File: src/nes_bus_pkg.sv
package nes_bus_pkg;

	// CPU side bus
	typedef logic [15:0] addr_t;	// 6502 address bus
	typedef logic [7:0]  data_t;	// 6502 data bus

	// Fixed register addresses on the CPU bus
	localparam addr_t OAM_DATA_ADDR = 16'h2004;	// PPU OAM data port, target of every sprite write
	localparam addr_t OAM_DMA_ADDR  = 16'h4014;	// Sprite DMA trigger, data is the source page
	localparam addr_t JOY1_ADDR     = 16'h4016;	// Joypad 1, writes also set the strobe
	localparam addr_t JOY2_ADDR     = 16'h4017;	// Joypad 2

	// Sprite DMA state
	// Bit 0 marks DMA active, bit 1 marks DMA owning the bus
	typedef enum logic [1:0] {
		SPR_IDLE = 2'b00,
		SPR_WAIT = 2'b01,	// Waiting for an odd CPU read cycle
		SPR_RUN  = 2'b11	// Alternating read / write pairs
	} spr_state_e;

	// DMC sample fetch state
	typedef enum logic {
		DMC_IDLE  = 1'b0,
		DMC_FETCH = 1'b1	// Request taken, ack on the next even cycle
	} dmc_state_e;

	// Where the read data on the bus comes from
	typedef enum logic [1:0] {
		SRC_MEM  = 2'd0,
		SRC_JOY1 = 2'd1,
		SRC_JOY2 = 2'd2,
		SRC_OPEN = 2'd3	// Nothing drives the bus, last value floats
	} rd_src_e;

endpackage

File: src/clock_enable_gen.sv
`timescale 1ns/10ps

// Master clock dividers for the CPU and PPU enables
// Cyc  123456789ABC123456789ABC
// CPU  -----------C-----------C
// PPU  ---P---P---P---P---P---P
module clock_enable_gen #(
	parameter int cpu_div = 12,	// Master clocks per CPU cycle
	parameter int ppu_div = 4	// Master clocks per PPU cycle
) (
	input  logic clk,
	input  logic reset,
	output logic cpu_ce,	// One clock wide, once per CPU cycle
	output logic ppu_ce,	// One clock wide, once per PPU cycle
	output logic odd_cycle	// 1 = odd, 0 = even
);
	localparam int cpu_w = $clog2(cpu_div);
	localparam int ppu_w = $clog2(ppu_div);
	localparam logic [cpu_w-1:0] cpu_last = cpu_w'(cpu_div - 1);
	localparam logic [ppu_w-1:0] ppu_last = ppu_w'(ppu_div - 1);

	logic [cpu_w-1:0] cpu_cnt;
	logic [ppu_w-1:0] ppu_cnt;

	// Enables fire on the last count of each period
	assign cpu_ce = (cpu_cnt == cpu_last);
	assign ppu_ce = (ppu_cnt == ppu_last);

	// Free running wrap counters
	always_ff @(posedge clk) begin
		if (reset) begin
			cpu_cnt <= '0;
			ppu_cnt <= '0;
		end else begin
			cpu_cnt <= cpu_ce ? '0 : cpu_cnt + 1'b1;
			ppu_cnt <= ppu_ce ? '0 : ppu_cnt + 1'b1;
		end
	end

	// Odd/even CPU cycle, starts odd out of reset
	always_ff @(posedge clk) begin
		if (reset)
			odd_cycle <= 1'b1;
		else if (cpu_ce)
			odd_cycle <= ~odd_cycle;	// Flips once per CPU cycle
	end

	// Enables must stay single clock pulses
	a_cpu_ce_pulse: assert property (@(posedge clk) disable iff (reset)
		cpu_ce |=> !cpu_ce)
		else $error("cpu_ce high for two clocks");

	a_ppu_ce_pulse: assert property (@(posedge clk) disable iff (reset)
		ppu_ce |=> !ppu_ce)
		else $error("ppu_ce high for two clocks");

endmodule

File: src/dma_controller.sv
`timescale 1ns/10ps

// Sprite DMA and DMC sample fetch
// Sprite DMA reads page xx00..xxFF on even cycles, writes each byte to
// the OAM data port on the following odd cycle
// DMC steals an even cycle, an interrupted sprite pair is simply redone
module dma_controller (
	input  logic                clk,
	input  logic                reset,
	input  logic                cpu_ce,
	input  logic                odd_cycle,
	input  logic                sprite_trigger,	// CPU write to 0x4014 this cycle
	input  nes_bus_pkg::data_t  sprite_page,	// Source page of the sprite copy
	input  logic                cpu_rnw,	// CPU is in a read cycle
	input  nes_bus_pkg::data_t  from_bus,	// Read data on the bus
	input  logic                dmc_req,
	input  nes_bus_pkg::addr_t  dmc_addr,
	output logic                dma_enable,	// DMA owns the bus
	output logic                dma_read,	// 1 = read, 0 = write
	output nes_bus_pkg::addr_t  dma_addr,
	output nes_bus_pkg::data_t  dma_wdata,
	output logic                dmc_ack,
	output logic                pause_cpu
);
	import nes_bus_pkg::*;

	spr_state_e spr_state;
	dmc_state_e dmc_state;
	data_t      spr_page;	// High byte of the sprite source
	data_t      spr_offset;	// Byte index within the page
	data_t      spr_data;	// Byte read on the even cycle

	logic spr_run;
	logic spr_last;

	assign spr_run  = (spr_state == SPR_RUN);
	assign spr_last = (spr_offset == 8'hff);	// Final pair of the page

	// Both state machines step once per CPU cycle
	always_ff @(posedge clk) begin
		if (reset) begin
			spr_state <= SPR_IDLE;
			dmc_state <= DMC_IDLE;
		end else if (cpu_ce) begin
			case (dmc_state)
				DMC_IDLE: begin
					// Only taken on an even read cycle
					if (dmc_req && cpu_rnw && !odd_cycle)
						dmc_state <= DMC_FETCH;
				end
				DMC_FETCH: begin
					if (!odd_cycle)
						dmc_state <= DMC_IDLE;	// Ack cycle done
				end
				default: dmc_state <= DMC_IDLE;
			endcase

			if (sprite_trigger) begin
				spr_state <= SPR_WAIT;	// Restart on any trigger
			end else begin
				case (spr_state)
					SPR_IDLE: ;
					SPR_WAIT: begin
						// First pair starts with the next even cycle
						if (cpu_rnw && odd_cycle)
							spr_state <= SPR_RUN;
					end
					SPR_RUN: begin
						if (!odd_cycle && dmc_state == DMC_FETCH)
							spr_state <= SPR_WAIT;	// DMC took the read slot
						else if (odd_cycle && spr_last)
							spr_state <= SPR_IDLE;
					end
					default: spr_state <= SPR_IDLE;
				endcase
			end
		end
	end

	// Sprite address and byte latch
	always_ff @(posedge clk) begin
		if (cpu_ce) begin
			if (sprite_trigger) begin
				spr_page   <= sprite_page;
				spr_offset <= 8'h00;
			end else if (spr_run && odd_cycle) begin
				spr_offset <= spr_offset + 8'd1;	// Advance after the write
			end
			if (spr_run && !odd_cycle)
				spr_data <= from_bus;	// Held for the odd cycle write
		end
	end

	assign dmc_ack    = (dmc_state == DMC_FETCH) && !odd_cycle;
	assign dma_enable = dmc_ack || spr_run;
	assign dma_read   = !odd_cycle;	// Reads even, writes odd
	assign dma_wdata  = spr_data;
	assign pause_cpu  = (spr_state != SPR_IDLE) || dmc_req;

	// DMC first, then sprite read, then the OAM port
	assign dma_addr = dmc_ack ? dmc_addr :
		!odd_cycle ? {spr_page, spr_offset} : OAM_DATA_ADDR;

	// Ack only on an even cycle of a live request
	a_dmc_ack_even: assert property (@(posedge clk) disable iff (reset)
		dmc_ack |-> (!odd_cycle && dmc_req))
		else $error("dmc_ack outside an even cycle of a request");

endmodule

File: src/cpu_bus.sv
`timescale 1ns/10ps

// CPU side bus unit
// Picks the bus master, decodes the DMA trigger and joypad ports,
// keeps the open bus value and returns read data
module cpu_bus (
	input  logic                clk,
	input  logic                reset,
	input  logic                cpu_ce,
	input  nes_bus_pkg::addr_t  cpu_addr,
	input  nes_bus_pkg::data_t  cpu_wdata,
	input  logic                cpu_rnw,
	input  logic                dma_enable,
	input  logic                dma_read,
	input  nes_bus_pkg::addr_t  dma_addr,
	input  nes_bus_pkg::data_t  dma_wdata,
	input  nes_bus_pkg::data_t  mem_rdata,	// Combinational memory read
	input  logic [4:0]          joy1_data,
	input  logic [4:0]          joy2_data,
	output nes_bus_pkg::addr_t  bus_addr,
	output nes_bus_pkg::data_t  bus_wdata,
	output logic                bus_read,
	output logic                bus_write,
	output logic                sprite_trigger,
	output nes_bus_pkg::data_t  sprite_page,
	output nes_bus_pkg::data_t  from_bus,	// Selected read data
	output nes_bus_pkg::data_t  cpu_rdata,
	output logic [2:0]          joy_strobe,	// Strobe lines to the pads
	output logic [1:0]          joy_clock	// Bit 0 pad 1, bit 1 pad 2
);
	import nes_bus_pkg::*;

	rd_src_e rd_src;
	data_t   open_bus;	// Last value seen on the data bus
	logic    joy1_sel;
	logic    joy2_sel;

	// Bus master mux
	assign bus_addr  = dma_enable ? dma_addr  : cpu_addr;
	assign bus_wdata = dma_enable ? dma_wdata : cpu_wdata;
	assign bus_read  = dma_enable ? dma_read  : cpu_rnw;
	assign bus_write = dma_enable ? !dma_read : !cpu_rnw;

	// Register decode on the shared bus
	assign joy1_sel = (bus_addr == JOY1_ADDR);
	assign joy2_sel = (bus_addr == JOY2_ADDR);

	assign sprite_trigger = bus_write && (bus_addr == OAM_DMA_ADDR);
	assign sprite_page    = bus_wdata;	// Page number comes with the trigger write

	assign joy_clock = {joy2_sel && bus_read, joy1_sel && bus_read};

	// Read source
	always_comb begin
		if (!bus_read)
			rd_src = SRC_OPEN;	// Write cycle, hold the floating value
		else if (joy1_sel)
			rd_src = SRC_JOY1;
		else if (joy2_sel)
			rd_src = SRC_JOY2;
		else
			rd_src = SRC_MEM;
	end

	// Pads only drive the low five bits
	always_comb begin
		case (rd_src)
			SRC_MEM:  from_bus = mem_rdata;
			SRC_JOY1: from_bus = {open_bus[7:5], joy1_data};
			SRC_JOY2: from_bus = {open_bus[7:5], joy2_data};
			default:  from_bus = open_bus;
		endcase
	end

	assign cpu_rdata = from_bus;

	// Strobe latch on a write to 0x4016
	always_ff @(posedge clk) begin
		if (reset)
			joy_strobe <= 3'b000;
		else if (cpu_ce && bus_write && joy1_sel)
			joy_strobe <= bus_wdata[2:0];
	end

	// Open bus follows the data bus every CPU cycle
	always_ff @(posedge clk) begin
		if (reset)
			open_bus <= 8'h00;
		else if (cpu_ce)
			open_bus <= from_bus;
	end

	// DMA only ever writes the OAM data port
	a_dma_write_oam: assert property (@(posedge clk) disable iff (reset)
		(dma_enable && bus_write) |-> (bus_addr == OAM_DATA_ADDR))
		else $error("DMA write outside the OAM data port");

endmodule

File: src/nes_bus_top.sv
`timescale 1ns/10ps

// CPU side bus unit of the console core
module nes_bus_top #(
	parameter int cpu_div = 12,	// Master clocks per CPU cycle
	parameter int ppu_div = 4	// Master clocks per PPU cycle
) (
	input  logic                clk,
	input  logic                reset,
	// CPU side
	input  nes_bus_pkg::addr_t  cpu_addr,
	input  nes_bus_pkg::data_t  cpu_wdata,
	input  logic                cpu_rnw,
	output nes_bus_pkg::data_t  cpu_rdata,
	output logic                pause_cpu,
	// Memory side
	input  nes_bus_pkg::data_t  mem_rdata,
	output nes_bus_pkg::addr_t  bus_addr,
	output nes_bus_pkg::data_t  bus_wdata,
	output logic                bus_read,
	output logic                bus_write,
	// DMC requester
	input  logic                dmc_req,
	input  nes_bus_pkg::addr_t  dmc_addr,
	output logic                dmc_ack,
	// Joypads
	input  logic [4:0]          joy1_data,
	input  logic [4:0]          joy2_data,
	output logic [2:0]          joy_strobe,
	output logic [1:0]          joy_clock,
	// Enables
	output logic                cpu_ce,
	output logic                ppu_ce
);
	import nes_bus_pkg::*;

	logic  odd_cycle;
	logic  sprite_trigger;
	data_t sprite_page;
	data_t from_bus;
	logic  dma_enable;
	logic  dma_read;
	addr_t dma_addr;
	data_t dma_wdata;

	clock_enable_gen #(
		.cpu_div   (cpu_div),
		.ppu_div   (ppu_div)
	) u_clock_enable_gen (
		.clk       (clk),
		.reset     (reset),
		.cpu_ce    (cpu_ce),
		.ppu_ce    (ppu_ce),
		.odd_cycle (odd_cycle)
	);

	dma_controller u_dma_controller (
		.clk            (clk),
		.reset          (reset),
		.cpu_ce         (cpu_ce),
		.odd_cycle      (odd_cycle),
		.sprite_trigger (sprite_trigger),
		.sprite_page    (sprite_page),
		.cpu_rnw        (cpu_rnw),
		.from_bus       (from_bus),
		.dmc_req        (dmc_req),
		.dmc_addr       (dmc_addr),
		.dma_enable     (dma_enable),
		.dma_read       (dma_read),
		.dma_addr       (dma_addr),
		.dma_wdata      (dma_wdata),
		.dmc_ack        (dmc_ack),
		.pause_cpu      (pause_cpu)
	);

	cpu_bus u_cpu_bus (
		.clk            (clk),
		.reset          (reset),
		.cpu_ce         (cpu_ce),
		.cpu_addr       (cpu_addr),
		.cpu_wdata      (cpu_wdata),
		.cpu_rnw        (cpu_rnw),
		.dma_enable     (dma_enable),
		.dma_read       (dma_read),
		.dma_addr       (dma_addr),
		.dma_wdata      (dma_wdata),
		.mem_rdata      (mem_rdata),
		.joy1_data      (joy1_data),
		.joy2_data      (joy2_data),
		.bus_addr       (bus_addr),
		.bus_wdata      (bus_wdata),
		.bus_read       (bus_read),
		.bus_write      (bus_write),
		.sprite_trigger (sprite_trigger),
		.sprite_page    (sprite_page),
		.from_bus       (from_bus),
		.cpu_rdata      (cpu_rdata),
		.joy_strobe     (joy_strobe),
		.joy_clock      (joy_clock)
	);

endmodule

File: config.mk
export PLATFORM = sky130hd
export DESIGN_NAME = nes_bus_top
export DESIGN_NICKNAME = d
export VERILOG_FILES = /design/src/nes_bus_pkg.sv /design/src/clock_enable_gen.sv /design/src/dma_controller.sv /design/src/cpu_bus.sv /design/src/nes_bus_top.sv
export SDC_FILE = /design/constraint.sdc
export NUM_CORES = 1
export LEC_CHECK = 0
export ABC_AREA = 0
export BUFFER_PORTS_ARGS = -buffer_cell sky130_fd_sc_hd__buf_2
export CAP_MARGIN = 20
export CORE_MARGIN = 2
export CORE_UTILIZATION = 45
export DETAILED_ROUTE_END_ITERATION = 6
export PLACE_DENSITY = 0.73
export SYNTH_ARGS = -nofsm -noshare
export SYNTH_HDL_FRONTEND = slang
export SYNTH_SLANG_ARGS = --single-unit
File: constraint.sdc
create_clock -name clk -period 3.8 [get_ports clk]
set_clock_uncertainty 0.2 [all_clocks]
set_input_delay 0.57 -clock clk [delete_from_list [all_inputs] [get_ports clk]]
set_output_delay 0.57 -clock clk [all_outputs]
set_load 0.03 [all_outputs]
### Word-level counts from Yosys, hierarchy flattened

Cells that the tools add are included.

* reductions and logical operators: 26
* equality and inequality tests: 13
* add/subtract/negate cells: 3
* muxes and demuxes: 19
* bitwise gates (word level): 2

Operator list (count)
* equality test 16 x 15 -> 1 bit (second input constant): 3
* two-way mux 16 bit: 3
* case mux 8 bit (3 select lines): 1
* two-way mux 8 bit: 2
* two-way mux 2 bit: 7
* logical AND 1 bit: 12
* adder 8 x 1 -> 8 bit (second input constant): 1
* equality test 8 bit (second input constant): 1
* equality test 2 bit (second input constant): 3
* case mux 2 bit (3 select lines): 1
* AND reduction 2 bit: 3
* adder 4 x 1 -> 4 bit (second input constant): 1
* equality test 2 x 1 -> 1 bit (second input constant): 2
* equality test 4 bit (second input constant): 1
* zero test 2 bit: 2
* two-way mux 1 bit: 4
* != test 4 x 3 -> 1 bit (second input constant): 1
* AND reduction 4 bit: 1
* nonzero test 2 bit: 2
* OR reduction 2 bit: 2
* != test 3 x 2 -> 1 bit (second input constant): 1
* adder 2 x 1 -> 2 bit (second input constant): 1
* zero test 1 bit: 2
* logical OR 1 bit: 2
* other kinds (3): 4

* word-level logic and storage cells: 73
* bits in registers: 45
* input bits: 62
* output and inout port bits: 43

### Logic depth before layout (Yosys ltp)

* depth in word-level cells: 10
* mapped depth: 11
* gate-level depth less buffers: 9

### Modules after synthesis

Synthesis repeated with hierarchy kept, for this count alone.

* cell total of the unflattened synthesis: 289
* area total of the unflattened synthesis: 2920.3 um2

Modules (own cells, without submodules)
* dma_controller: seq. area each 780.7 um2, cells each 111, area an instance 1340.0 um2, times used 1
* cpu_bus: seq. area each 220.2 um2, cells each 153, area an instance 1292.5 um2, times used 1
* clock_enable_gen: seq. area each 140.1 um2, cells each 25, area an instance 287.8 um2, times used 1

### Least setup slack after synthesis

Ideal clock, no wire load.

* path kind: register to output
* start: register u_clock_enable_gen.odd_cycle
* end: output port cpu_rdata[0]
* buffers on the path: 3
* setup slack: 0.079 ns
* cell stages (with the launch flop): 11
* arrival time: 2.951 ns
* required time: 3.030 ns
* cell sequence: dfxtp_1 buf_2 nand2b_1 buf_6 inv_2 buf_4 a32o_1 a21oi_1 nor4_1 a31oi_1 o31ai_1

* longest elaborated chain between the ends: 10
* elaborated cells between the ends (all ways): 16
* those cells by class: 4 x eq/ne; 8 x mux; 4 x reduce/logical

RTL lines
* from (decl): RTL line clock_enable_gen.sv:15 `output logic odd_cycle`
* from (signal assigned): RTL line clock_enable_gen.sv:45 `odd_cycle <= ~odd_cycle;`
* zero test 1 bit *: RTL line dma_controller.sv:94 `assign dmc_ack = (dmc_state == DMC_FETCH) && !odd_cycle;`
* logical AND 1 bit *: RTL line dma_controller.sv:94
* via dmc_ack: RTL line nes_bus_top.sv:25 `output logic dmc_ack,`
* two-way mux 16 bit or logical OR 1 bit (tied branches): RTL line dma_controller.sv:101, dma_controller.sv:95
* two-way mux 16 bit: RTL line cpu_bus.sv:39 `assign bus_addr = dma_enable ? dma_addr : cpu_addr;`
* equality test 16 x 15 -> 1 bit: RTL line cpu_bus.sv:46 `assign joy2_sel = (bus_addr == JOY2_ADDR);`
* two-way mux 2 bit: RTL line cpu_bus.sv:59 `else if (joy2_sel)`
* two-way mux 2 bit: RTL line cpu_bus.sv:57 `else if (joy1_sel)`
* two-way mux 2 bit *: RTL line cpu_bus.sv:55 `if (!bus_read)`
* equality test 2 bit (tied with other cells): RTL line cpu_bus.sv:67 `case (rd_src)`
* case mux 8 bit (3 select lines) *: RTL line cpu_bus.sv:67
* to (decl): RTL line nes_bus_top.sv:14 `output nes_bus_pkg::data_t cpu_rdata,`

Mark *: on every way through the listed nets, which the timed path passes. The rest lies on a longest branch.

### Worst setup path in the final report

* start: register u_clock_enable_gen.odd_cycle
* end: output port cpu_rdata[7]

* longest elaborated chain between the ends: 10
* elaborated cells between the ends (all ways): 16
* those cells by class: 4 x eq/ne; 8 x mux; 4 x reduce/logical

RTL lines (RTL line)
* zero test 1 bit: dma_controller.sv:94, dma_controller.sv:96
* logical AND 1 bit: dma_controller.sv:94
* two-way mux 16 bit or logical OR 1 bit (tied branches): dma_controller.sv:101, dma_controller.sv:95
* two-way mux 16 bit: cpu_bus.sv:39
* equality test 16 x 15 -> 1 bit: cpu_bus.sv:46
* two-way mux 2 bit: cpu_bus.sv:59
* two-way mux 2 bit: cpu_bus.sv:57
* two-way mux 2 bit *: cpu_bus.sv:55
* equality test 2 bit (tied with other cells): cpu_bus.sv:67
* case mux 8 bit (3 select lines) *: cpu_bus.sv:67

Mark *: on every way between the ends. The rest lies on a longest branch, timed or not.

==> results.yml <==
cts:
  clkTransAtPathRegs_ns: 0.09
  clkLatencyLatePin_ns: 0.30
  htree_num_levels: 2
  cts_buffers: 5
  hold_buffers: 0
  numClockSinks: 45
  cts_tree: "built"
  clockRootBuffer: "clkbuf_8"
  cts.path.max_buffers: 2
power:
  seqPwrFrac: 0.513
  total_leakage_power_nw: 1.63
  intPower_mw: 0.720
  power_mw: 1.01
  p_sw_mw: 0.287
  p_clk_frac: 0.302
  ir_drop_v: 0.000205
  comb_power_share: 0.184
  p_per_area_nw_per_um2: 267
  swShare: 0.285
grt:
  grt_pass1_wl_um: 13300
  grt_pass1_vias: 2787
  overflow: 0
  grtUsageTotal: 0.233
  antenna_found_initial: 0
  grt_max_degree: 18
setup_path:
  critPathKind: "register to output port"
  crit_fanout: 6
  cp_common_cell: "buf_6"
  cp_slowest_cell: "or3_4"
  cp-start-kind: "register"
  end_kind: "output port"
  critPathMaxStageDelay_ns: 0.47
  worstPathRequired_ns: 3.03
  path_cells: "buf_6 -> or3b_1 -> a31oi_1 -> o211ai_1 -> or3_4 -> nor4_4 -> nor2_4 -> mux2_4 -> buf_6"
  cp.arrival_ns: 2.89
final_layout:
  area_delta_synth_final_pct: 31.9
  stdcell_count: 506
  fin_util: 0.604
  final_layout_size_suffix_gt1_frac: 0.396
  nets: 493
  insertedDiodeCount: 0
floorplanning:
  die_w_um: 83.7
  die_h_um: 83.7
  start_util: 0.458
  pin_count: 105
  dieArea_um2: 7000
  core_area_um2: 6240
  row_count: 29
synth:
  synth-edff-count: 24
  ys_seq_area_frac: 0.399
  synth_area_leaders: "edfxtp_1 (25%), dfxtp_1 (15%), a22oi_1 (4.5%), nand2_1 (4.5%), mux2_2 (3.2%)"
  synth_cell_types: 54
  syn_avg_cell_area_um2: 9.07
  async_flop_share: 0
  netlist_area_um2: 2860
  synth_top_area_share: 0.252
  syn_inst: 315
  yosysTopAreaCell: "edfxtp_1"
  ys_ff_latch: 45
  yosys_warnings: 0
  synth_ff_type: "edfxtp_1"
  syn_nets: 380
timing:
  fin_crit_sh: 0.964
  setup_tns_ns: 0
  fin_crit_ns: 3.66
  max_slew_margin: 0.584
  finalMaxSlewViolations: 0
  setup_ws_ns: 0.136
  hold_viol: 0
  setup_viol: 0
  worstMarginPinSlew_ns: 0.624
  fmax_mhz: 273
route:
  postRouteAntennaNets: 0
  drtPass1Iterations: 4
  route.detailed.vias_per_inst: 5.82
  vias: 2945
  post-route-drc-count: 0
  wire_per_inst_um: 16.7
  wirelength_um: 8450
  drtIter0Drc: 284
placed_design:
  pre_cts_ws_ns: 0.140
  io_buffers: 104
  place_congestion: 0.855
  dp.cells: 493
  dp_hpwl_um: 6300
run_status:
  outcome: "finished, final reports clean"
hold_path:
  hold_path_class: "register to register"
job:
  cap_violations: 0
## power groups by stage
| stage | registers, mW | clock network [mW] | logic [mW] |
|---|---|---|---|
| 3_3_place_gp | 0.528 | 0 | 0.173 |
| 3_5_place_dp | 0.529 | 0 | 0.176 |
| 2_1_floorplan | 0.528 | 0 | 0.103 |
| 6_report | 0.517 | 0.305 | 0.185 |
| 4_1_cts | 0.518 | 0.308 | 0.177 |
| 5_1_grt | 0.518 | 0.325 | 0.200 |
## flip-flops by register name, summed over array words and instances, names as in the netlist
register / count
u_cpu_bus.open_bus: 8
u_dma_controller.dma_wdata: 8
u_dma_controller.spr_offset: 8
u_dma_controller.spr_page: 8
u_clock_enable_gen.cpu_cnt: 4
u_cpu_bus.joy_strobe: 3
u_clock_enable_gen.ppu_cnt: 2
u_dma_controller.spr_state: 2
u_clock_enable_gen.odd_cycle: 1
u_dma_controller.dmc_state: 1
## cell usage after synthesis (3+ instances only)
| cell type | number |
|---|---|
| buf_2 | 7 |
| a21oi_1 | 12 |
| edfxtp_1 | 24 |
| clkbuf_1 | 12 |
| mux2i_1 | 4 |
| o211a_1 | 3 |
| o21ai_0 | 15 |
| xor2_1 | 3 |
| and2_1 | 8 |
| inv_1 | 8 |
| a32oi_1 | 4 |
| o31ai_1 | 11 |
| mux2_1 | 3 |
| o211ai_1 | 6 |
| nor2b_1 | 3 |
| mux2_2 | 8 |
| a211o_1 | 6 |
| nand3_1 | 5 |
| nor2_1 | 19 |
| dfxtp_1 | 21 |
| nor3_1 | 6 |
| a221oi_1 | 3 |
| nand4_1 | 5 |
| a21o_1 | 3 |
| nor4_1 | 9 |
| a22oi_1 | 17 |
| ha_1 | 3 |
| xnor2_1 | 5 |
| nand2_1 | 34 |
| a31oi_1 | 7 |
| or3_1 | 3 |
| and3_1 | 8 |
## worst max-delay path: cells and delay by family (launching register included)
family,cells,cell delay (ns)
AO/OA/AOI/OAI,2,0.34
buffers and inverters,2,0.27
flip-flops,1,0.35
multiplexers,1,0.34
AND/OR/NAND/NOR,4,1.29
## per-layer routing
layer | track usage | up-vias | part of all wire
met1 | 0.305 | 1395 | 0.43
met4 | 0.0630 | 0 | 0.0090
met5 | 0 | - | 0
met2 | 0.393 | 115 | 0.49
met3 | 0.0445 | 10 | 0.071
li1 | - | 1425 | -
## final timing paths
kind                                 startpoint                             end  slack, ns  cells after the start
setup / recovery   u_clock_enable_gen.odd_cycle                    cpu_rdata[7]       0.14                      9
hold / removal    u_clock_enable_gen.ppu_cnt[0]   u_clock_enable_gen.ppu_cnt[0]       0.23                      1
setup reg to reg  u_dma_controller.spr_state[0]  u_dma_controller.spr_offset[0]       0.90                      9
hold reg to reg   u_clock_enable_gen.ppu_cnt[0]   u_clock_enable_gen.ppu_cnt[0]       0.23                      1
## placed cells by master (no fill, tap or decap), types with 5 or more instances in the layout
cell type / n
buf_2: 101
nand2_1: 33
edfxtp_1: 24
buf_4: 23
nor2_1: 18
dfxtp_1: 18
a22oi_1: 16
o21ai_0: 14
a21oi_1: 12
o31ai_1: 11
inv_1: 8
and2_1: 8
and3_1: 8
mux2_2: 8
a31oi_1: 7
o211ai_1: 6
a211o_1: 6
nor3_1: 6
nor4_1: 5
nand3_1: 5
nand4_1: 5
xnor2_1: 5
clkbuf_8: 5
## kinds of logic after synthesis
kind of cell    count (synthesis)  synth area share
compound gates                 96             0.239
fa+ha+maj                       3            0.0131
mux                            15            0.0574
flops                          45             0.399
buf+inv                        35            0.0530
simple gates                  113             0.214
xor+xnor                        8            0.0245
## what timing repair did
item	4_1_cts	5_1_grt
gates resized for setup	2	35
setup endpoints to repair	4	9
pin swaps	0	7
buffers inserted	0	5
## through the flow
| step | cell area [um2] | hold slack [ns] |
|---|---|---|
| final | 3770 | 0.232 |
| after global routing | 3770 | 0.266 |
| after CTS | 3610 | 0.240 |
| after detailed placement | 3520 | 0.227 |
| after global placement | 3520 | 0.215 |
| after floorplan | 2860 | 0.208 |
## final cells by class
class / instances / area (um2)
fill: 573 / 2470
multi-input combinational: 235 / 1640
sequential: 45 / 1150
timing repair buffer: 129 / 743
tap: 77 / 96.3
clock buffer: 5 / 68.8
inverter: 12 / 51.3
clock inverter: 3 / 21.3
No activity file was read; power rests on OpenSTA's default activity.
